**config.mk**
```make
export PLATFORM = sky130hd
export DESIGN_NAME = refill_beat_counter
export DESIGN_NICKNAME = d
export VERILOG_FILES = /design/src/rtl/icache_pkg.sv /design/src/rtl/refill_beat_counter.sv
export VERILOG_INCLUDE_DIRS = /design/src /design/src/rtl
export SDC_FILE = /design/constraint.sdc
export NUM_CORES = 1
export LEC_CHECK = 0
export BUFFER_PORTS_ARGS = -buffer_cell sky130_fd_sc_hd__buf_2
export CORE_AREA = 2 2 39 41
export CTS_BUF_LIST = sky130_fd_sc_hd__clkbuf_2 sky130_fd_sc_hd__clkbuf_4 sky130_fd_sc_hd__clkbuf_8
export DETAILED_ROUTE_END_ITERATION = 10
export DIE_AREA = 0 0 41 43
export SYNTH_ARGS = -nofsm -noshare
export SYNTH_HDL_FRONTEND = slang
export SYNTH_SLANG_ARGS = --single-unit
```
**constraint.sdc**
```tcl
create_clock -name clk -period 1.05 [get_ports clk]
set_clock_uncertainty 0.15 [all_clocks]
set_input_delay 0.105 -clock clk [delete_from_list [all_inputs] [get_ports clk]]
set_output_delay 0.105 -clock clk [all_outputs]
set_load 0.01 [all_outputs]
```
**src/rtl/icache_settings.svh**
```systemverilog
`ifndef ICACHE_SETTINGS_SVH
`define ICACHE_SETTINGS_SVH

// ~~~~~~~~~~~~~~~~~~~~~~~~~~~~~~~~~~~~~~~~~~~~~~~~~~~~~~~~~~~~
// cache geometry
// ~~~~~~~~~~~~~~~~~~~~~~~~~~~~~~~~~~~~~~~~~~~~~~~~~~~~~~~~~~~~

`define ICACHE_ADDR_W   32      // fetch byte address
`define ICACHE_WORD_W   32      // one instruction, also one bus beat
`define ICACHE_LINE_W   512     // 64 byte line
`define ICACHE_SETS     64      // direct mapped
`define ICACHE_BEATS    16      // line / word

`endif

```
**src/rtl/icache_pkg.sv**
```systemverilog
`default_nettype none
`include "icache_settings.svh"

package icache_pkg;

    // address split, derived from geometry
    localparam int OFFSET_W = $clog2(`ICACHE_LINE_W / 8);
    localparam int INDEX_W  = $clog2(`ICACHE_SETS);
    localparam int TAG_W    = `ICACHE_ADDR_W - INDEX_W - OFFSET_W;
    localparam int BEAT_W   = $clog2(`ICACHE_BEATS);

    localparam logic [1:0] RESP_OKAY  = 2'b00;
    localparam logic [2:0] PROT_INSTR = 3'b100;   // unprivileged, secure, instruction

    typedef logic [`ICACHE_LINE_W-1:0] line_t;

    typedef struct packed {
        logic [TAG_W-1:0]    tag;
        logic [INDEX_W-1:0]  index;
        logic [OFFSET_W-1:0] offset;
    } fetch_addr_t;

    // ~~~~~~~~~~~~~~~~~~~~~~~~~~~~~~~~~~~~~~~~~~~~~~~~~~~~~~~~~~~~
    // fetch port
    // ~~~~~~~~~~~~~~~~~~~~~~~~~~~~~~~~~~~~~~~~~~~~~~~~~~~~~~~~~~~~

    typedef struct packed {
        logic        valid;
        fetch_addr_t addr;
    } fetch_req_t;

    typedef struct packed {
        logic                      valid;
        logic [`ICACHE_WORD_W-1:0] data;
        logic                      err;     // refill hit a bus error
    } fetch_rsp_t;

    // ~~~~~~~~~~~~~~~~~~~~~~~~~~~~~~~~~~~~~~~~~~~~~~~~~~~~~~~~~~~~
    // AXI4-Lite read channels
    // ~~~~~~~~~~~~~~~~~~~~~~~~~~~~~~~~~~~~~~~~~~~~~~~~~~~~~~~~~~~~

    typedef struct packed {
        logic                      arvalid;
        logic [`ICACHE_ADDR_W-1:0] araddr;
        logic [2:0]                arprot;
    } axil_ar_t;

    typedef struct packed {
        logic                      rvalid;
        logic [`ICACHE_WORD_W-1:0] rdata;
        logic [1:0]                rresp;
    } axil_r_t;

endpackage

`default_nettype wire

```
**src/rtl/refill_beat_counter.sv**
```systemverilog
`timescale 1ns/100ps
`default_nettype none
`include "icache_settings.svh"

module refill_beat_counter (
    input  logic                          clk,
    input  logic                          nrst,
    input  logic                          start,
    input  logic                          step,
    output logic [icache_pkg::BEAT_W-1:0] count,
    output logic                          last
);
    import icache_pkg::*;

    always_ff @(posedge clk or negedge nrst)
    begin
        if (!nrst)
        begin
            count <= '0;
        end
        else if (start)
        begin
            count <= '0;
        end
        else if (step)
        begin
            count <= count + 1'b1;          // wraps after the final beat
        end
    end

    assign last = (count == BEAT_W'(`ICACHE_BEATS - 1));

endmodule

`default_nettype wire

```
==> results by group <==
STA
  • Final hold violations: 0
  • Setup TNS: -1240 ps
  • Final setup viols: 9
  • Worst setup margin: -266 ps
  • Fin crit share: 1.25
  • Tmin final: 1320 ps
  • RSZ-0062 raised after global routing: true
  • Final max-slew violation count: 0
  • Fmax: 0.760 GHz
  • Slew headroom: 0.917
  • Worst Tran Pin Value: 121 ps

Critical path
  • R2R setup slack: -180 ps
  • Reg2reg end: count[3]
  • Biggest cell delay along the critical path: 420 ps
  • Reg2reg path depth: 3
  • CP Data Arrival Time: 1060 ps
  • Top delay family on crit path: flip-flops
  • Worst setup path end: last
  • Startpoint types: flip-flop
  • Worst setup EP type: primary output
  • Worst reg2reg startpoint: count[1]
  • Worst-path cell chain: ha_4 -> and3_4 -> buf_6
  • Max FO, Critical Path: 2
  • WS Path Type: flip-flop to primary output
  • Critical path buffers and inverters: 1
  • CP startpoint: count[1]
  • CP max stage cell: dfrtp_2
  • CP required: 790 ps
  • Critical Path Stages: 3

Power and ir drop
  • Switching share of power: 0.228
  • Sequential power share: 0.338
  • Lkg Pwr: 0.211 nW
  • Power per cell area: 1190 nW/µm²
  • Combinational share of power: 0.196
  • Clock power frac: 0.466
  • Worst VDD drop: 0.382 mV
  • Switching power: 0.116 mW
  • Cell Int Power: 0.394 mW

Detailed routing
  • Post-route DRC violation count: 0
  • Detail Route Antenna Nets: 0
  • Via count: 212
  • Via-per-instance ratio: 3.85
  • Wirelength per Cell: 9.87 µm
  • Drt pass-1 iters: 2
  • DR iter-0 viols: 5
  • WL final: 543 µm

Place
  • Gpl congestion: 0.597
  • Dpl cells: 44
  • PortBufs: 8
  • Place WS: -81.0 ps

Floorplan
  • Die Y: 43 µm
  • FP Rows: 14
  • DIE AREA: 1760 µm²
  • Die Wd: 41 µm
  • Num ports: 9
  • Core ar.: 1380 µm²
  • Starting Density: 0.144

Outcome
  • Violated checks: negative setup slack
  • Status: finished with violations

CTS
  • CTS Sinks: 4
  • Root Driver: clkbuf_4
  • H-tree levels: 1
  • Max Root-Sink Buffers: 2
  • Worst-Skew Late Latency: 230 ps
  • CTS tree: built
  • CTS Buf Count: 3
  • Clk pin slew, worst setup/hold paths: 40 ps

Yosys
  • #FFs+latches synth: 4
  • Yosys warnings: 0
  • Post-Synthesis Cells: 17
  • Synthesized cell area: 199 µm²
  • Syn nets: 22
  • Post-synth cell types: 12
  • Mapped Avg Cell Area: 11.7 µm²
  • Sequential fraction of the synthesis area: 0.503

Worst hold path
  • Hold Path Class: primary input to asynchronous set/reset pin

Cells and area
  • Max reg flops: 4
  • Regs by FF count: count: 4 flops
  • Multi-input gate area: 128 µm²
  • Most frequent cells in the layout: buf_4 (7), buf_6 (5), clkbuf_4 (4), buf_2 (4), nor2_1 (3)
  • Fillers: 149
  • Biggest register: count
  • Share of cells above drive strength 1: 0.718
  • Antenna cells: 0
  • Fin nets: 45
  • Commonest non-fill, non-tap cell in the layout: buf_4
  • Area Overhead vs Synth: 116%
  • Non-filler cells, final: 55
  • Seq. cell area: 103 µm²

Global routing
  • Vias in the first global route: 209
  • Antenna violations before repair: 0
  • Largest net degree at the start of global routing: 5
  • Total GRT Usage: 0.0813
  • First-pass GRT wire length: 869 µm
  • Grt total ovfl: 0

Job
  • Max Cap Violations: 0
## worst min path at each step
stage	endpoint	slack [ps]	cells past startpoint	start
4_1_cts	count[0]	60	2	nrst
5_1_grt	count[1]	70	2	nrst
2_1_floorplan	count[0]	-340	0	nrst
3_3_place_gp	count[3]	-230	1	nrst
3_5_place_dp	count[3]	-230	1	nrst
6_report	count[3]	60	2	nrst
## per-layer routing
| metal | GRT usage | up-vias | part of all wire |
|---|---|---|---|
| met5 | 0 | - | 0 |
| met3 | 0.0628 | 0 | 0.11 |
| met2 | 0.119 | 9 | 0.48 |
| met4 | 0.0400 | 0 | 0 |
| li1 | - | 104 | - |
| met1 | 0.0804 | 99 | 0.41 |
## cells by family (layout without fill, tap and decap cells)
| family | after synthesis | in the layout | synth area share |
|---|---|---|---|
| compound gates | 2 | 2 | 0.0754 |
| xor+xnor | 1 | 1 | 0.0440 |
| fa+ha+maj | 1 | 1 | 0.0629 |
| buf+inv | 0 | 22 | 0 |
| flops | 4 | 4 | 0.503 |
| mux | 2 | 2 | 0.126 |
| simple gates | 7 | 7 | 0.189 |
## layout make-up
class,instances,area share
Tap cell,16,0.0466
Sequential cell,4,0.239
Multi-Input combinational cell,13,0.297
Clock buffer,4,0.0700
Timing Repair Buffer,18,0.347
## power groups by stage
stage	combinational [mW]	clock [mW]	sequential (mW)
floorplan	0.0203	0	0.181
global placement	0.0604	0	0.176
detailed placement	0.0608	0	0.177
CTS	0.0950	0.245	0.172
global route	0.114	0.262	0.173
finish	0.100	0.238	0.172
## synth_stat cells
master | number | share of area
a21bo_2 | 1 | 0.050
a21oi_1 | 1 | 0.025
and3_1 | 1 | 0.031
dfrtp_1 | 4 | 0.50
ha_1 | 1 | 0.063
mux2_4 | 1 | 0.075
mux2i_1 | 1 | 0.050
nand3b_1 | 1 | 0.038
nand4_1 | 1 | 0.031
nor2_1 | 3 | 0.057
nor2b_1 | 1 | 0.031
xnor2_1 | 1 | 0.044
## through the flow
step           hold slack (ps)  utilization  cell area [µm²]  power, mW
6_report                  58.3        0.310              429      0.510
2_1_floorplan             -341            -              214      0.202
3_5_place_dp              -226        0.214              297      0.238
5_1_grt                   72.6        0.310              429      0.548
3_3_place_gp              -234        0.214              297      0.236
4_1_cts                   62.3        0.299              414      0.513
## what timing repair did
action                                 in CTS  in global routing
setup endpoints to repair                   7                  9
endpoints found under the hold margin       7                  0
resized for setup                           7                  1
buffers inserted                            4                  1
hold buffers                                2                  0
pin swaps                                   2                  3
Power figures use the tool's default switching activity.
