File: config.mk
export PLATFORM = sky130hd
export DESIGN_NAME = icache_tag_array
export DESIGN_NICKNAME = d
export VERILOG_FILES = /design/src/rtl/icache_pkg.sv /design/src/rtl/icache_tag_array.sv
export VERILOG_INCLUDE_DIRS = /design/src /design/src/rtl
export SDC_FILE = /design/constraint.sdc
export NUM_CORES = 1
export LEC_CHECK = 0
export BUFFER_PORTS_ARGS = -buffer_cell sky130_fd_sc_hd__buf_2
export CORE_MARGIN = 8
export CORE_UTILIZATION = 40
export DETAILED_ROUTE_END_ITERATION = 12
export GPL_ROUTABILITY_DRIVEN = 0
export HOLD_SLACK_MARGIN = 0.02
export PLACE_DENSITY = 0.62
export SYNTH_ARGS = -nofsm -noshare
export SYNTH_HDL_FRONTEND = slang
export SYNTH_SLANG_ARGS = --single-unit
File: constraint.sdc
create_clock -name clk -period 8.8 [get_ports clk]
set_input_delay 1.76 -clock clk [delete_from_list [all_inputs] [get_ports clk]]
set_output_delay 1.76 -clock clk [all_outputs]
set_load 0.1 [all_outputs]
File: src/rtl/icache_settings.svh
`ifndef ICACHE_SETTINGS_SVH
`define ICACHE_SETTINGS_SVH

// ~~~~~~~~~~~~~~~~~~~~~~~~~~~~~~~~~~~~~~~~~~~~~~~~~~~~~~~~~~~~
// cache geometry
// ~~~~~~~~~~~~~~~~~~~~~~~~~~~~~~~~~~~~~~~~~~~~~~~~~~~~~~~~~~~~

`define ICACHE_ADDR_W   32      // fetch byte address
`define ICACHE_WORD_W   32      // one instruction, also one bus beat
`define ICACHE_LINE_W   512     // 64 byte line
`define ICACHE_SETS     64      // direct mapped
`define ICACHE_BEATS    16      // line / word

`endif

File: src/rtl/icache_pkg.sv
`default_nettype none
`include "icache_settings.svh"

package icache_pkg;

    // address split, derived from geometry
    localparam int OFFSET_W = $clog2(`ICACHE_LINE_W / 8);
    localparam int INDEX_W  = $clog2(`ICACHE_SETS);
    localparam int TAG_W    = `ICACHE_ADDR_W - INDEX_W - OFFSET_W;
    localparam int BEAT_W   = $clog2(`ICACHE_BEATS);

    localparam logic [1:0] RESP_OKAY  = 2'b00;
    localparam logic [2:0] PROT_INSTR = 3'b100;   // unprivileged, secure, instruction

    typedef logic [`ICACHE_LINE_W-1:0] line_t;

    typedef struct packed {
        logic [TAG_W-1:0]    tag;
        logic [INDEX_W-1:0]  index;
        logic [OFFSET_W-1:0] offset;
    } fetch_addr_t;

    // ~~~~~~~~~~~~~~~~~~~~~~~~~~~~~~~~~~~~~~~~~~~~~~~~~~~~~~~~~~~~
    // fetch port
    // ~~~~~~~~~~~~~~~~~~~~~~~~~~~~~~~~~~~~~~~~~~~~~~~~~~~~~~~~~~~~

    typedef struct packed {
        logic        valid;
        fetch_addr_t addr;
    } fetch_req_t;

    typedef struct packed {
        logic                      valid;
        logic [`ICACHE_WORD_W-1:0] data;
        logic                      err;     // refill hit a bus error
    } fetch_rsp_t;

    // ~~~~~~~~~~~~~~~~~~~~~~~~~~~~~~~~~~~~~~~~~~~~~~~~~~~~~~~~~~~~
    // AXI4-Lite read channels
    // ~~~~~~~~~~~~~~~~~~~~~~~~~~~~~~~~~~~~~~~~~~~~~~~~~~~~~~~~~~~~

    typedef struct packed {
        logic                      arvalid;
        logic [`ICACHE_ADDR_W-1:0] araddr;
        logic [2:0]                arprot;
    } axil_ar_t;

    typedef struct packed {
        logic                      rvalid;
        logic [`ICACHE_WORD_W-1:0] rdata;
        logic [1:0]                rresp;
    } axil_r_t;

endpackage

`default_nettype wire

File: src/rtl/icache_tag_array.sv
`timescale 1ns/100ps
`default_nettype none
`include "icache_settings.svh"

module icache_tag_array (
    input  logic                           clk,
    input  logic                           nrst,
    input  logic [icache_pkg::INDEX_W-1:0] index,
    input  logic [icache_pkg::TAG_W-1:0]   tag,
    input  logic                           install,
    input  logic                           flush,
    output logic                           hit
);
    import icache_pkg::*;

    logic [`ICACHE_SETS-1:0] valid;
    logic [TAG_W-1:0]        tags [`ICACHE_SETS];

    // valid bits are control state
    always_ff @(posedge clk or negedge nrst)
    begin
        if (!nrst)
        begin
            valid <= '0;
        end
        else if (flush)
        begin
            valid <= '0;                    // all sets in one cycle
        end
        else if (install)
        begin
            valid[index] <= 1'b1;
        end
    end

    always_ff @(posedge clk)
    begin
        if (install)
        begin
            tags[index] <= tag;
        end
    end

    assign hit = valid[index] && (tags[index] == tag);

endmodule

`default_nettype wire

==> results.py <==
metrics = {
    "status": {
        "status": "finished, final reports clean",
    },
    "cells_and_area": {
        "drive_above_1_share_pct": 20.1,
        "layout.area.seq_um2": 40000,
        "finish.utilization_pct": 45.9,
        "fin_nets": 3101,
        "multi_input_area_um2": 11300,
        "fillCellCount": 11100,
        "syn_to_final_growth_pct": 14.1,
    },
    "logic_synthesis": {
        "syn_inst": 2902,
        "synth_edf_count": 1280,
        "synth_seq_cells": 1344,
        "syn_avg_cell_area_um2": 18.0,
        "syn_area_um2": 52100,
        "yosysMostFrequentCell": "edfxtp_1",
        "ys.flop_type": "edfxtp_1",
        "netlist_top_cells_count": "edfxtp_1 (1280), mux2i_1 (237), nor2_1 (223), a22oi_1 (132), o22ai_1 (92)",
        "synth.area.top_cells": "edfxtp_1 (74%), mux2i_1 (4.5%), mux4_2 (3.5%)",
        "async_reset_ff_share_pct": 4.76,
        "synth_nets": 2932,
        "synth.distinct_cells": 74,
        "yosysSeqAreaShare_pct": 76.8,
        "synth_top_area_share_pct": 73.7,
        "yosysTopAreaCell": "edfxtp_1",
        "yosysWarnings": 0,
    },
    "timing": {
        "finalMaxSlewViolations": 0,
        "rsz0062_at_grt": "no",
        "timing.fmax_mhz": 119,
        "fin_crit_ps": 8410,
        "worst_clock_skew_ps": 0,
        "tns_ps": 0,
        "tightest_slew_ps": 1390,
        "setup_violations": 0,
        "slew-limit-headroom_pct": 6.83,
        "post-route-period-util_pct": 95.5,
        "hold_viol_final": 0,
    },
    "floorplanning": {
        "dieWidth_um": 377,
        "num_rows": 132,
        "die_area_um2": 142000,
        "design.core.area_um2": 129000,
        "ios": 31,
        "floorplan.die.height_um": 377,
        "start_util_pct": 40.3,
    },
    "power": {
        "power_density_nw_per_um2": 226,
        "peakVddDrop_mv": 0.194,
        "p_leak_nw": 19.5,
    },
    "clocking": {
        "tritoncts": "yes",
        "cts_resized": 0,
        "cts.path.max_buffers": 3,
        "cts.sinks": 1344,
        "htreeDepth": 4,
        "post_cts_buffers": 0,
        "clock_insertion_delay_worst_skew_ps": 740,
        "postCtsHoldBufs": 0,
        "clkTransAtPathRegs_ps": 60,
        "root_buffer": "clkbuf_16",
        "cts_made_buffers": 137,
    },
    "run": {
        "cap_violations": 0,
    },
    "drt": {
        "drt-initial-drc-count": 4318,
        "postRouteAntennaNets": 0,
        "drc": 0,
        "vias_per_cell": 6.10,
        "avgRoutedWirePerCell_um": 32.9,
        "vias": 30000,
        "dr.pass1.iters": 8,
        "finalWirelength_um": 162000,
    },
    "global_route": {
        "antenna_found_initial": 3,
        "gr-total-overflow": 0,
        "grt_pass1_wl_um": 224000,
        "grt_pass1_vias": 28900,
        "grt_max_degree": 73,
        "grt_use_total_pct": 22.2,
    },
    "critical_path": {
        "critPathCaptureType": "primary output",
        "crit_type": "in2out",
        "critical_path_required_ps": 7040,
        "start_kind": "primary input",
        "critPathArrivalTime_ps": 6650,
        "critPathMaxFanout": 60,
    },
    "worst_hold_path": {
        "hold_path_class": "reg2reg",
    },
    "placed_design": {
        "io_buffers": 30,
        "post-dp-hpwl_um": 97200,
    },
}
registers in the layout, indices dropped and copies added, names as in the netlist:
signal	cells
tags	1280
valid	64
power breakdown:
| group | leakage [nW] | switching (mW) | internal (mW) |
|---|---|---|---|
| Combinational | 4.98 | 0.511 | 0.213 |
| Sequential | 12.4 | 0.0103 | 7.05 |
| Clock | 2.10 | 2.43 | 3.21 |
| Total | 19.5 | 2.95 | 10.5 |
layer usage:
layer	share of wire (%)	vias to the layer above	track usage, %
met5	0.0074	-	0
met4	4.6	2	9.41
met3	11	396	5.29
met2	46	1965	34.4
met1	39	15500	29.9
li1	-	12100	-
kinds of logic (layout without fill, tap and decap cells):
kind of cell	count (synthesis)	after routing	share of synthesized area (%)
AOI/OAI and AO/OA	506	506	7.09
xor gates and xnor gates	17	17	0.286
buffers and inverters	184	461	1.95
DFF	1344	1344	76.8
muxes	390	390	9.60
other	0	2	0
and+or+nand+nor	461	461	4.30
final timing paths:
| kind | start | endpoint | slack, ps | depth (start not counted) |
|---|---|---|---|---|
| worst max-delay path | index[2] | hit | 390 | 12 |
| worst min-delay path | valid[42]$_DFFE_PN0P_ | valid[42]$_DFFE_PN0P_ | 500 | 2 |
| worst max register to register | valid[55]$_DFFE_PN0P_ | valid[55]$_DFFE_PN0P_ | 8060 | 2 |
| worst min register to register | valid[42]$_DFFE_PN0P_ | valid[42]$_DFFE_PN0P_ | 500 | 2 |
| max in group asynchronous | nrst | valid[56]$_DFFE_PN0P_ | 6730 | 2 |
| min in group asynchronous | nrst | valid[25]$_DFFE_PN0P_ | 960 | 1 |
layout by cell type, fill, tap and decap left out, types with 7 or more instances in the layout:
master	count
o211ai_1	10
a21oi_1	46
nand2_1	73
nand2b_1	13
clkinv_1	33
mux2_1	14
o22ai_1	92
nor2_1	167
a22o_1	20
mux2i_1	237
a221o_1	16
mux4_2	80
mux2_2	57
dfrtp_1	64
nor2_2	55
a211oi_1	8
clkbuf_16	141
clkinv_2	24
buf_12	8
nor2b_1	7
clkbuf_1	26
buf_4	174
a31oi_1	21
nor3_2	11
bufinv_16	9
a221oi_1	69
a22oi_1	132
a222oi_1	13
buf_2	26
o21ai_0	39
xor2_1	11
nand4_1	24
edfxtp_1	1280
nor4_1	20
nand3_1	23
through the flow:
step                      instance area (um2)  cells  hold WS, ps  setup slack [ps]  power (mW)
after floorplan                         52100   2902          461              1470        7.55
after global placement                  55200   4674          474               410        7.90
after detailed placement                55200   4674          486               524        7.90
after CTS                               59500   4921          498               516        13.5
after global routing                    59500   4921          522               441        13.7
final                                   59500   4923          496               394        13.4
area by class of cell:
type	count	share of cell area, %
multi-input cells	1374	19.0
repair buffers	211	2.75
clock inverters	79	1.09
flip-flops and latches	1344	67.3
diodes	2	0.00841
clock buffers	168	6.12
inverters	3	0.0189
well taps	1742	3.66
worst max-delay path, cell delays in order:
cell and delay [ps]:
buf_6 460, buf_12 370, nand4bb_1 610, o22ai_1 290
nor4_1 530, and3_1 230, a31oi_1 50, xnor2_1 610
nand4_1 260, nor4_2 920, buf_4 260, buf_12 170
(Power assumes the default switching activity.)
