<file path="config.mk">
export PLATFORM = sky130hd
export DESIGN_NAME = refill_buffer
export DESIGN_NICKNAME = d
export VERILOG_FILES = /design/src/rtl/icache_pkg.sv /design/src/rtl/refill_buffer.sv
export VERILOG_INCLUDE_DIRS = /design/src /design/src/rtl
export SDC_FILE = /design/constraint.sdc
export NUM_CORES = 1
export LEC_CHECK = 0
export BUFFER_PORTS_ARGS = -buffer_cell sky130_fd_sc_hd__buf_2
export CORE_AREA = 2 2 219 221
export CTS_CLUSTER_SIZE = 8
export DETAILED_ROUTE_END_ITERATION = 6
export DIE_AREA = 0 0 221 223
export PLACE_DENSITY = 0.68
export SKIP_LAST_GASP = 1
export SLEW_MARGIN = 10
export SYNTH_ARGS = -nofsm -noshare
export SYNTH_HDL_FRONTEND = slang
export SYNTH_SLANG_ARGS = --single-unit
export TNS_END_PERCENT = 100
</file>
<file path="constraint.sdc">
create_clock -name clk -period 0.8 [get_ports clk]
set_input_delay 0.04 -clock clk [delete_from_list [all_inputs] [get_ports clk]]
set_output_delay 0.04 -clock clk [all_outputs]
set_load 0.05 [all_outputs]
</file>
<file path="src/rtl/icache_settings.svh">
`ifndef ICACHE_SETTINGS_SVH
`define ICACHE_SETTINGS_SVH

// ~~~~~~~~~~~~~~~~~~~~~~~~~~~~~~~~~~~~~~~~~~~~~~~~~~~~~~~~~~~~
// cache geometry
// ~~~~~~~~~~~~~~~~~~~~~~~~~~~~~~~~~~~~~~~~~~~~~~~~~~~~~~~~~~~~

`define ICACHE_ADDR_W   32      // fetch byte address
`define ICACHE_WORD_W   32      // one instruction, also one bus beat
`define ICACHE_LINE_W   512     // 64 byte line
`define ICACHE_SETS     64      // direct mapped
`define ICACHE_BEATS    16      // line / word

`endif

</file>
<file path="src/rtl/icache_pkg.sv">
`default_nettype none
`include "icache_settings.svh"

package icache_pkg;

    // address split, derived from geometry
    localparam int OFFSET_W = $clog2(`ICACHE_LINE_W / 8);
    localparam int INDEX_W  = $clog2(`ICACHE_SETS);
    localparam int TAG_W    = `ICACHE_ADDR_W - INDEX_W - OFFSET_W;
    localparam int BEAT_W   = $clog2(`ICACHE_BEATS);

    localparam logic [1:0] RESP_OKAY  = 2'b00;
    localparam logic [2:0] PROT_INSTR = 3'b100;   // unprivileged, secure, instruction

    typedef logic [`ICACHE_LINE_W-1:0] line_t;

    typedef struct packed {
        logic [TAG_W-1:0]    tag;
        logic [INDEX_W-1:0]  index;
        logic [OFFSET_W-1:0] offset;
    } fetch_addr_t;

    // ~~~~~~~~~~~~~~~~~~~~~~~~~~~~~~~~~~~~~~~~~~~~~~~~~~~~~~~~~~~~
    // fetch port
    // ~~~~~~~~~~~~~~~~~~~~~~~~~~~~~~~~~~~~~~~~~~~~~~~~~~~~~~~~~~~~

    typedef struct packed {
        logic        valid;
        fetch_addr_t addr;
    } fetch_req_t;

    typedef struct packed {
        logic                      valid;
        logic [`ICACHE_WORD_W-1:0] data;
        logic                      err;     // refill hit a bus error
    } fetch_rsp_t;

    // ~~~~~~~~~~~~~~~~~~~~~~~~~~~~~~~~~~~~~~~~~~~~~~~~~~~~~~~~~~~~
    // AXI4-Lite read channels
    // ~~~~~~~~~~~~~~~~~~~~~~~~~~~~~~~~~~~~~~~~~~~~~~~~~~~~~~~~~~~~

    typedef struct packed {
        logic                      arvalid;
        logic [`ICACHE_ADDR_W-1:0] araddr;
        logic [2:0]                arprot;
    } axil_ar_t;

    typedef struct packed {
        logic                      rvalid;
        logic [`ICACHE_WORD_W-1:0] rdata;
        logic [1:0]                rresp;
    } axil_r_t;

endpackage

`default_nettype wire

</file>
<file path="src/rtl/refill_buffer.sv">
`timescale 1ns/100ps
`default_nettype none
`include "icache_settings.svh"

module refill_buffer (
    input  logic                          clk,
    input  logic                          nrst,
    input  logic                          clear,
    input  logic                          beat,
    input  logic [icache_pkg::BEAT_W-1:0] beat_idx,
    input  icache_pkg::axil_r_t           r,
    output icache_pkg::line_t             line,
    output logic                          err
);
    import icache_pkg::*;

    logic take;
    logic beat_err;
    logic err_q;

    assign take     = beat && r.rvalid;
    assign beat_err = take && (r.rresp != RESP_OKAY);

    always_ff @(posedge clk)
    begin
        if (take)
        begin
            line[beat_idx * `ICACHE_WORD_W +: `ICACHE_WORD_W] <= r.rdata;
        end
    end

    always_ff @(posedge clk or negedge nrst)
    begin
        if (!nrst)
        begin
            err_q <= 1'b0;
        end
        else if (clear)
        begin
            err_q <= 1'b0;
        end
        else if (beat_err)
        begin
            err_q <= 1'b1;                  // sticky until next refill
        end
    end

    // current beat shows up at once so the refill can stop on it
    assign err = err_q || beat_err;

endmodule

`default_nettype wire

</file>
==> flow_summary.json <==
{
  "run_status": "complete, but fails checks",
  "violations": "setup timing",
  "syn_area_um2": 19000,
  "drt-pass1-iter-count": 5,
  "layout-drive-gt1-share": 0.427,
  "synth_top_area_frac": 0.809,
  "synth_cells": 1232,
  "clk_path_buf_depth": 3,
  "syn_nets": 1277,
  "fmax_mhz": 706,
  "fin_setup_tns_ns": -621.75,
  "synth_top_area_cell": "edfxtp_1",
  "r2r_setup_slack_ns": -0.08,
  "period_needed_ns": 1.42,
  "period_share": 1.77,
  "cpMostUsedCell": "buf_6",
  "grt_max_degree": 97,
  "mostFrequentLayoutCells": "512 x edfxtp_1, 474 x buf_2, 256 x nor2_1, 224 x and3_1, 92 x buf_6",
  "crit_arrival_ns": 1.72,
  "p_sw_mw": 14.8,
  "gp_congestion": 0.818,
  "crit_type": "in -> reg",
  "synth.yosys.seq_area_share": 0.811,
  "maxCapViolations": 0,
  "drc": 0,
  "grt_pass1_wl_um": 95400,
  "setup_viol": 1538,
  "crit_fanout": 10,
  "clkTransAtPathRegs_ns": 0.05,
  "crit_family": "buffers and inverters",
  "setup_slack_ns": -0.617,
  "die_w_um": 221,
  "first_iter_violations": 1704,
  "gr-usage-all-layers": 0.270,
  "worst_pin_slew_ns": 0.640,
  "yosys_warnings": 0,
  "finClkSkew_ns": 0,
  "worstSetupEndpointType": "flop",
  "grt_pass1_vias": 13700,
  "cp_num_buf_inv": 9,
  "postSynthAreaPerCell_um2": 15.4,
  "crit_chain": "buf_8, buf_6, inv_12, ha_4, buf_6, buf_6, and2_4, o211ai_1, buf_4, buf_4, nor2_4, buf_6, buf_12",
  "synth.area.top_cells": "edfxtp_1 81%, and3_1 7.4%, nor2_1 5.2%",
  "ir_worst_vdd_v": 0.00228,
  "dpl_cell_area_um2": 23900,
  "slew_headroom": 0.574,
  "leakagePower_nw": 9.48,
  "synth-async-reset-ratio": 0.00195,
  "worst_path_max_delay_cell": "ha_4",
  "dieArea_um2": 49300,
  "finalPower_mw": 62.7,
  "startpoint_type": "input port",
  "grt_overflow": 0,
  "min_path_type": "in -> reg",
  "synth-seq-cells": 513,
  "cellPowerDensity_nw_per_um2": 2290,
  "dp_hpwl_um": 44200,
  "clk_latency_ns": 0.59,
  "p_clk_frac": 0.438,
  "slew_violations": 0,
  "antenna_found_initial": 9,
  "p_seq_frac": 0.476,
  "internal-power_mw": 47.9,
  "rows": 80,
  "post_drt_via_cell_ratio": 5.36,
  "drtAntennaViolNets": 0,
  "synth_edf_count": 512,
  "synthDistinctLibCells": 32,
  "critPathMaxStageDelay_ns": 0.27,
  "final_area_um2": 27300,
  "start_util": 0.403,
  "synthToLayoutAreaGrowth_pct": 43.9,
  "die_h_um": 223,
  "cts_sinks": 513,
  "cts_root_buf": "clkbuf_16",
  "routed_wl_um": 69000,
  "grt_setup_unrepaired": "yes",
  "htreeDepth": 3,
  "crit_required_ns": 1.10,
  "io_buffers": 555,
  "vias": 13800,
  "hold_viol_final": 0,
  "core_um2": 47100,
  "cts_made_buffers": 74,
  "final_common_cell": "edfxtp_1",
  "pwr-share-comb": 0.086,
  "power.share.switching": 0.236,
  "fin_nets": 1981,
  "wire_per_inst_um": 26.8,
  "io_pins": 556,
  "cts_tree": "built",
  "ys_dominant_reg_cell": "edfxtp_1"
}
-- flip-flops by register name, summed over array words and instances (netlist names) --
register	cells
line	512
err_q	1
-- per-stage QoR --
| stage | setup slack (ns) | instances | hold slack (ns) | utilization |
|---|---|---|---|---|
| after floorplan | -1.33 | 1232 | -0.256 | - |
| after global placement | -1.23 | 2419 | -0.185 | 0.507 |
| after detailed placement | -1.22 | 2419 | -0.183 | 0.507 |
| after CTS | -0.557 | 2556 | -0.0425 | 0.572 |
| after global routing | -0.659 | 2567 | 0.0287 | 0.580 |
| final | -0.617 | 2571 | 0.0114 | 0.580 |
-- metal layers --
| metal | GRT usage | vias to the layer above | wire length (um) | part of all wire |
|---|---|---|---|---|
| met4 | 0.109 | 0 | 2220 | 0.032 |
| met3 | 0.0778 | 120 | 8560 | 0.12 |
| met5 | 0 | - | 0 | 0 |
| li1 | - | 5852 | - | - |
| met2 | 0.427 | 1066 | 32700 | 0.47 |
| met1 | 0.353 | 6745 | 25500 | 0.37 |
-- worst register-to-register path, delay by kind of cell (launching register included) --
kind / cells / cell delay [ns]
buf+inv: 1 / 0.14
simple gates: 2 / 0.27
flops: 1 / 0.35
-- power by group through the flow --
stage	Sequential [mW]	Combinational, mW	Clock (mW)
3_5_place_dp	30.3	5.02	0
4_1_cts	29.8	5.24	27.7
6_report	29.8	5.39	27.5
5_1_grt	29.8	5.60	28.8
3_3_place_gp	30.3	4.96	0
2_1_floorplan	31.3	1.70	0
-- synthesized netlist by cell type (2+ instances only) --
cell type  count
and3_1       224
inv_1          3
buf_6          2
nor3_1        10
clkbuf_1      24
nor2b_1        4
nand2b_1       3
ha_1           2
o211ai_1       3
buf_4          7
and2_1        35
buf_2         54
or3_1          2
nor2_1       264
nand2_1       67
edfxtp_1     512
-- what timing repair did --
action	CTS	global route
hold buffers	12	0
gates cloned	12	10
resized for setup	132	115
endpoints found under the setup margin	1537	1538
pin swaps	10	4
endpoints found under the hold margin	36	0
setup buffers	23	11
-- cell families after synthesis --
group,count (synthesis),share of synthesized area
DFF,513,0.811
adders and majority gates,2,0.00132
AOI/OAI and AO/OA,8,0.00349
and+or+nand+nor,617,0.160
xor gates and xnor gates,1,0.000461
buffers and inverters,91,0.0237
-- path summary, 6_finish.rpt --
check                                  from  endpoint  cells after the start
worst min register to register        err_q     err_q                      3
min in group asynchronous              nrst     err_q                      3
worst max register to register        err_q     err_q                      3
max in group asynchronous              nrst     err_q                      3
worst min-delay path                   r[0]     err_q                      5
worst max-delay path            beat_idx[1]  line[37]                     13
-- cell type report --
class	count	area [um^2]
antenna	6	15.0
clock buffer	83	1910
clock inverter	7	75.1
fill	3587	19800
inverter	3	31.3
multi-input combinational	628	3460
sequential	513	15400
tap	615	769
timing repair buffer	716	5680
Power figures use the tool's default switching activity.
