<file path="src/rtl/icache_settings.svh">
`ifndef ICACHE_SETTINGS_SVH
`define ICACHE_SETTINGS_SVH

// ~~~~~~~~~~~~~~~~~~~~~~~~~~~~~~~~~~~~~~~~~~~~~~~~~~~~~~~~~~~~
// cache geometry
// ~~~~~~~~~~~~~~~~~~~~~~~~~~~~~~~~~~~~~~~~~~~~~~~~~~~~~~~~~~~~

`define ICACHE_ADDR_W   32      // fetch byte address
`define ICACHE_WORD_W   32      // one instruction, also one bus beat
`define ICACHE_LINE_W   512     // 64 byte line
`define ICACHE_SETS     64      // direct mapped
`define ICACHE_BEATS    16      // line / word

`endif

</file>
<file path="src/rtl/icache_pkg.sv">
`default_nettype none
`include "icache_settings.svh"

package icache_pkg;

    // address split, derived from geometry
    localparam int OFFSET_W = $clog2(`ICACHE_LINE_W / 8);
    localparam int INDEX_W  = $clog2(`ICACHE_SETS);
    localparam int TAG_W    = `ICACHE_ADDR_W - INDEX_W - OFFSET_W;
    localparam int BEAT_W   = $clog2(`ICACHE_BEATS);

    localparam logic [1:0] RESP_OKAY  = 2'b00;
    localparam logic [2:0] PROT_INSTR = 3'b100;   // unprivileged, secure, instruction

    typedef logic [`ICACHE_LINE_W-1:0] line_t;

    typedef struct packed {
        logic [TAG_W-1:0]    tag;
        logic [INDEX_W-1:0]  index;
        logic [OFFSET_W-1:0] offset;
    } fetch_addr_t;

    // ~~~~~~~~~~~~~~~~~~~~~~~~~~~~~~~~~~~~~~~~~~~~~~~~~~~~~~~~~~~~
    // fetch port
    // ~~~~~~~~~~~~~~~~~~~~~~~~~~~~~~~~~~~~~~~~~~~~~~~~~~~~~~~~~~~~

    typedef struct packed {
        logic        valid;
        fetch_addr_t addr;
    } fetch_req_t;

    typedef struct packed {
        logic                      valid;
        logic [`ICACHE_WORD_W-1:0] data;
        logic                      err;     // refill hit a bus error
    } fetch_rsp_t;

    // ~~~~~~~~~~~~~~~~~~~~~~~~~~~~~~~~~~~~~~~~~~~~~~~~~~~~~~~~~~~~
    // AXI4-Lite read channels
    // ~~~~~~~~~~~~~~~~~~~~~~~~~~~~~~~~~~~~~~~~~~~~~~~~~~~~~~~~~~~~

    typedef struct packed {
        logic                      arvalid;
        logic [`ICACHE_ADDR_W-1:0] araddr;
        logic [2:0]                arprot;
    } axil_ar_t;

    typedef struct packed {
        logic                      rvalid;
        logic [`ICACHE_WORD_W-1:0] rdata;
        logic [1:0]                rresp;
    } axil_r_t;

endpackage

`default_nettype wire

</file>
<file path="src/rtl/icache_ctrl_fsm.sv">
`timescale 1ns/100ps
`default_nettype none
`include "icache_settings.svh"

module icache_ctrl_fsm (
    input  logic                          clk,
    input  logic                          nrst,
    input  icache_pkg::fetch_req_t        req,
    output logic                          req_ready,
    output icache_pkg::fetch_rsp_t        rsp,
    input  logic                          rsp_ready,
    input  logic                          flush,
    output icache_pkg::axil_ar_t          ar,
    input  logic                          arready,
    input  logic                          rvalid,
    output logic                          rready,
    input  logic                          hit,
    input  logic [`ICACHE_WORD_W-1:0]     rdata,
    input  logic                          fill_err,
    input  logic                          beat_last,
    input  logic [icache_pkg::BEAT_W-1:0] beat_count,
    output icache_pkg::fetch_addr_t       cur_addr,
    output logic                          tag_install,
    output logic                          tag_flush,
    output logic                          data_refill,
    output logic                          buf_clear,
    output logic                          buf_beat,
    output logic                          cnt_start,
    output logic                          cnt_step
);
    import icache_pkg::*;

    typedef enum logic [2:0] {
        S_IDLE,
        S_LOOKUP,
        S_ADDR,
        S_DATA,
        S_INSTALL,
        S_RESP
    } state_t;

    state_t state;
    state_t state_nxt;
    logic   accept;
    logic   miss;
    logic   beat_done;
    logic   fill_abort;

    assign accept     = req.valid && req_ready;
    assign miss       = (state == S_LOOKUP) && !hit;
    assign beat_done  = (state == S_DATA) && rvalid;
    assign fill_abort = beat_done && fill_err;

    // ~~~~~~~~~~~~~~~~~~~~~~~~~~~~~~~~~~~~~~~~~~~~~~~~~~~~~~~~~~~~
    // next state
    // ~~~~~~~~~~~~~~~~~~~~~~~~~~~~~~~~~~~~~~~~~~~~~~~~~~~~~~~~~~~~

    always_comb
    begin
        state_nxt = state;
        case (state)
            S_IDLE:
                if (accept)
                    state_nxt = S_LOOKUP;
            S_LOOKUP:
                state_nxt = hit ? S_RESP : S_ADDR;
            S_ADDR:
                if (arready)
                    state_nxt = S_DATA;
            S_DATA:
                if (rvalid)
                begin
                    if (fill_err)
                        state_nxt = S_RESP;
                    else if (beat_last)
                        state_nxt = S_INSTALL;
                    else
                        state_nxt = S_ADDR;
                end
            S_INSTALL:
                state_nxt = S_LOOKUP;       // re-read, now hits
            S_RESP:
                if (rsp_ready)
                    state_nxt = S_IDLE;
            default:
                state_nxt = S_IDLE;
        endcase
    end

    always_ff @(posedge clk or negedge nrst)
    begin
        if (!nrst)
        begin
            state <= S_IDLE;
            rsp   <= '0;
        end
        else
        begin
            state <= state_nxt;
            if ((state == S_LOOKUP) && hit)
                rsp <= '{valid: 1'b1, data: rdata, err: 1'b0};
            else if (fill_abort)
                rsp <= '{valid: 1'b1, data: '0, err: 1'b1};
            else if ((state == S_RESP) && rsp_ready)
                rsp.valid <= 1'b0;
        end
    end

    always_ff @(posedge clk)
    begin
        if (accept)
            cur_addr <= req.addr;
    end

    // ~~~~~~~~~~~~~~~~~~~~~~~~~~~~~~~~~~~~~~~~~~~~~~~~~~~~~~~~~~~~
    // strobes
    // ~~~~~~~~~~~~~~~~~~~~~~~~~~~~~~~~~~~~~~~~~~~~~~~~~~~~~~~~~~~~

    assign req_ready   = (state == S_IDLE) && !flush;     // flush wins
    assign tag_flush   = (state == S_IDLE) && flush;
    assign tag_install = (state == S_INSTALL) && !fill_err;
    assign data_refill = tag_install;
    assign buf_clear   = miss;
    assign cnt_start   = miss;
    assign buf_beat    = beat_done;
    assign cnt_step    = beat_done;
    assign rready      = (state == S_DATA);

    assign ar.arvalid = (state == S_ADDR);
    assign ar.araddr  = {cur_addr.tag, cur_addr.index, beat_count,
                         {(OFFSET_W - BEAT_W){1'b0}}};   // line base + 4k
    assign ar.arprot  = PROT_INSTR;

endmodule

`default_nettype wire

</file>
<file path="config.mk">
export PLATFORM = sky130hd
export DESIGN_NAME = icache_ctrl_fsm
export DESIGN_NICKNAME = d
export VERILOG_FILES = /design/src/rtl/icache_pkg.sv /design/src/rtl/icache_ctrl_fsm.sv
export VERILOG_INCLUDE_DIRS = /design/src /design/src/rtl
export SDC_FILE = /design/constraint.sdc
export NUM_CORES = 1
export LEC_CHECK = 0
export BUFFER_PORTS_ARGS = -buffer_cell sky130_fd_sc_hd__buf_4
export CAP_MARGIN = 20
export CORE_ASPECT_RATIO = 0.6
export CORE_MARGIN = 1.5
export CORE_UTILIZATION = 45
export CTS_CLUSTER_DIAMETER = 30
export DETAILED_ROUTE_END_ITERATION = 8
export PLACE_DENSITY_LB_ADDON = 0.1
export RECOVER_POWER = 50
export SYNTH_ARGS = -nofsm -noshare
export SYNTH_HDL_FRONTEND = slang
export SYNTH_SLANG_ARGS = --single-unit
</file>
<file path="constraint.sdc">
create_clock -name clk -period 6.25 [get_ports clk]
set_clock_uncertainty 0.15 [all_clocks]
set_input_delay 0.3125 -clock clk [delete_from_list [all_inputs] [get_ports clk]]
set_output_delay 0.3125 -clock clk [all_outputs]
set_load 0.005 [all_outputs]
</file>
==> key figures <==
Status
  • Run status: finished with violations
  • Violations in the final reports: capacitance limit, slew limit

Logic synthesis
  • Post-synth ARST share: 0.536
  • Syn avg cell area: ~15 µm²
  • Syn Std Cell Area: 2830 µm²
  • Yosys Warn Count: 0
  • #FFs+latches synth: between 60 and 70
  • Instance count of the mapped netlist: roughly 190
  • Distinct cell type count after synthesis: 35
  • Most used DFF post-synth: sky130_fd_sc_hd__dfrtp_1
  • Number of flops mapped to enable cells by yosys: 32
  • Seq/Total Area, Yosys: 0.667

Critical path
  • Crit path max-delay family: buffers and inverters
  • Highest-delay cell along the critical path: sky130_fd_sc_hd__clkbuf_1
  • Critical path fanouts, max: 37
  • Critical path data required time: between 6000 and 7000 ps
  • Critical path capture point type: async pin
  • Largest stage delay on the critical path: between 1000 and 1500 ps
  • Worst-case reg-to-reg path depth: 4
  • Crit path cell chain: dlygate4sd3_1, clkbuf_1
  • CP bufs+invs: 2
  • Setup slack, reg-to-reg: just over 4000 ps
  • FF-to-FF End: rsp[24]
  • Critical path class: in2async
  • Reg-to-reg startpoint: state[0]
  • Nature of the critical path startpoint: primary input
  • CP Data Arrival Time: between 2000 and 2500 ps

Floorplan
  • Overall die width: 105 µm
  • Initial cell density of the core: 0.465
  • Core region area: a little over 6000 µm²
  • Overall die height: ~64 µm
  • Top-level I/O count: around 190
  • Die ar.: about 6800 µm²
  • Total number of placement rows: 22

Clock tree
  • Clock slew at the register clock pins of the worst setup and hold paths: approximately 80 ps
  • CTS HTree Levels: 3
  • Clock root buffer: sky130_fd_sc_hd__clkbuf_8
  • Total number of clock tree sinks: 69
  • CTS tree: built
  • Post-CTS Resized: 0
  • Later-pin clock latency in the skew report: roughly 330 ps
  • Number of clock buffers inserted by TritonCTS: 9
  • Clock Tree Buf Depth: 2

Timing
  • Worst-margin pin slew: between 1500 and 2000 ps
  • Number of max-slew violations in the final report: 38
  • Post-route clock period utilization: 0.378
  • Time the final worst path needs with I/O delays and setup: 2360 ps
  • Final setup violating endpoints: 0
  • Setup repair after global routing missed its margin: false
  • Relative slew slack: -0.317
  • Hold violation count in the final report: 0
  • Achievable clock frequency: 423 MHz
  • Final TNS setup: 0 ps

Finish
  • Commonest non-fill, non-tap cells in the layout: 94 x sky130_fd_sc_hd__buf_4, 73 x sky130_fd_sc_hd__clkbuf_4, 37 x sky130_fd_sc_hd__dfrtp_1
  • Fill count: 442
  • Fin cells: ~450
  • Layout area overhead: 54.7%
  • Most common library cell in the layout ignoring fill and taps: sky130_fd_sc_hd__buf_4
  • Inserted Diodes: 0
  • Net total in the final layout: about 440
  • Fraction of final layout cells with drive strength greater than 1: 0.511

Route
  • DRT Pass-1 Iters: 5
  • Total Wirelength: around 7000 µm
  • Post-detailed-route via-to-cell ratio: between 4 and 5
  • Post-route DRC: 0
  • Total number of vias: around 2200
  • Starting DRT DRC Count: 90
  • Antenna viol nets, final: 0
  • Post-DR wirelength/cell: roughly 15 µm

Power
  • Net switching power: 0.000480 W
  • Power density relative to cell area: 360 nW/µm²
  • Power after layout: 0.00158 W
  • Share of total power in sequential cells: 0.442
  • Leakage Power: between 2 and 2.5 nW
  • Internal Pwr Total: roughly 0.0011 W
  • Worst ir drop on vdd: approximately 0.19 mV
  • Combinational share of power: 0.335
  • Net Sw Frac: 0.305
  • Clock Power Share: 0.223

Global routing
  • First-pass GRT wire length: 10700 µm
  • GRT Residual Overflow: 0
  • GRT Resource Usage Total: 0.211
  • Pin count of the biggest net entering global routing: 38
  • Number of antenna violations at the first check in global routing: 0
  • Vias in the first global route: 2004

Placement
  • Port Buffer Count: between 150 and 200
  • Placer's final routability congestion estimate: about 0.81
  • Post-DP HPWL: between 4000 and 5000 µm
  • Total instance count after detailed placement: roughly 410

Hold path
  • Type of the tightest min-delay check: in2reg
  • Hold Crit Start: rdata[30]
  • Worst-case hold path end point: rsp[31]
  • Worst hold path depth: 2

Flow run
  • Count of maximum capacitance violations: 1
==> cell families after synthesis <==
group / synth area share
buffers and inverters: 0.134
AND/OR/NAND/NOR: 0.0508
flip-flops: 0.667
AO/OA/AOI/OAI: 0.137
multiplexers: 0.00796
other: 0.00265
==> power by group through the flow <==
stage	Sequential (W)	Combinational (W)	Clock, W
final	0.000696	0.000528	0.000351
after global routing	0.000712	0.000576	0.000379
after CTS	0.000695	0.000556	0.000359
after detailed placement	0.000703	0.000537	0
after global placement	0.000700	0.000529	0
after floorplan	0.000686	0.000307	0
==> area by class of cell <==
cell class,instances,area [µm²],share of cell area
multi-input cells,75,574,0.131
well taps,84,105,0.0240
repair buffers,209,1620,0.369
flip-flops and latches,69,1890,0.431
clock inverters,6,63.8,0.0146
inverters,1,3.75,0.000857
clock buffers,10,128,0.0291
==> worst max-delay path by stage <==
stage | startpoint | endpoint | slack, ps | depth (start not counted)
3_3_place_gp | state[0] | rsp[19] | 4210 | 4
5_1_grt | nrst | state[1] | 3420 | 2
3_5_place_dp | state[0] | rsp[32] | 4170 | 4
6_report | nrst | state[1] | 3890 | 2
4_1_cts | state[0] | buf_clear | 4070 | 3
2_1_floorplan | state[1] | ar[10] | 3900 | 3
==> flip-flops by register name, summed over array words and instances, names as in the netlist <==
signal / cells
cur_addr: 6
state: 3
ar: 26
rsp: 34
==> repair_timing <==
action | in CTS | in global routing
setup buffers | 0 | 0
hold buffers | 33 | 0
hold endpoints to repair | 69 | 0
==> synthesized netlist by cell type, types with 2 or more instances <==
cell type | n | area (µm²)
sky130_fd_sc_hd__and3_1 | 2 | 12.5
sky130_fd_sc_hd__and2_1 | 2 | 12.5
sky130_fd_sc_hd__o21ai_0 | 2 | 10.0
sky130_fd_sc_hd__nor2_1 | 4 | 15.0
sky130_fd_sc_hd__nand2_1 | 3 | 11.3
sky130_fd_sc_hd__a21boi_0 | 2 | 15.0
sky130_fd_sc_hd__a22o_1 | 32 | 280
sky130_fd_sc_hd__dfrtp_1 | 37 | 926
sky130_fd_sc_hd__a21oi_1 | 2 | 10.0
sky130_fd_sc_hd__buf_6 | 7 | 78.8
sky130_fd_sc_hd__edfxtp_1 | 32 | 961
sky130_fd_sc_hd__nor2b_1 | 2 | 12.5
sky130_fd_sc_hd__conb_1 | 2 | 7.51
sky130_fd_sc_hd__buf_4 | 39 | 293
==> through the flow <==
| stage | cell area [µm²] | util | hold WS [ps] | setup slack [ps] |
|---|---|---|---|---|
| finish | 4380 | 0.720 | 40.3 | 3890 |
| floorplan | 2840 | - | -133 | 3900 |
| global route | 4380 | 0.720 | 19.7 | 3420 |
| global placement | 3890 | 0.640 | 150 | 4210 |
| CTS | 4410 | 0.725 | 26.0 | 4070 |
| detailed placement | 3890 | 0.640 | 149 | 4170 |
==> per-layer routing <==
metal  share of wire  track usage  up-vias
li1                -            -     1002
met1            0.43        0.274     1039
met2            0.49        0.340      106
met3           0.070       0.0694        7
met4          0.0097       0.0651        0
met5               0            0        -
Power figures use the tool's default switching activity.
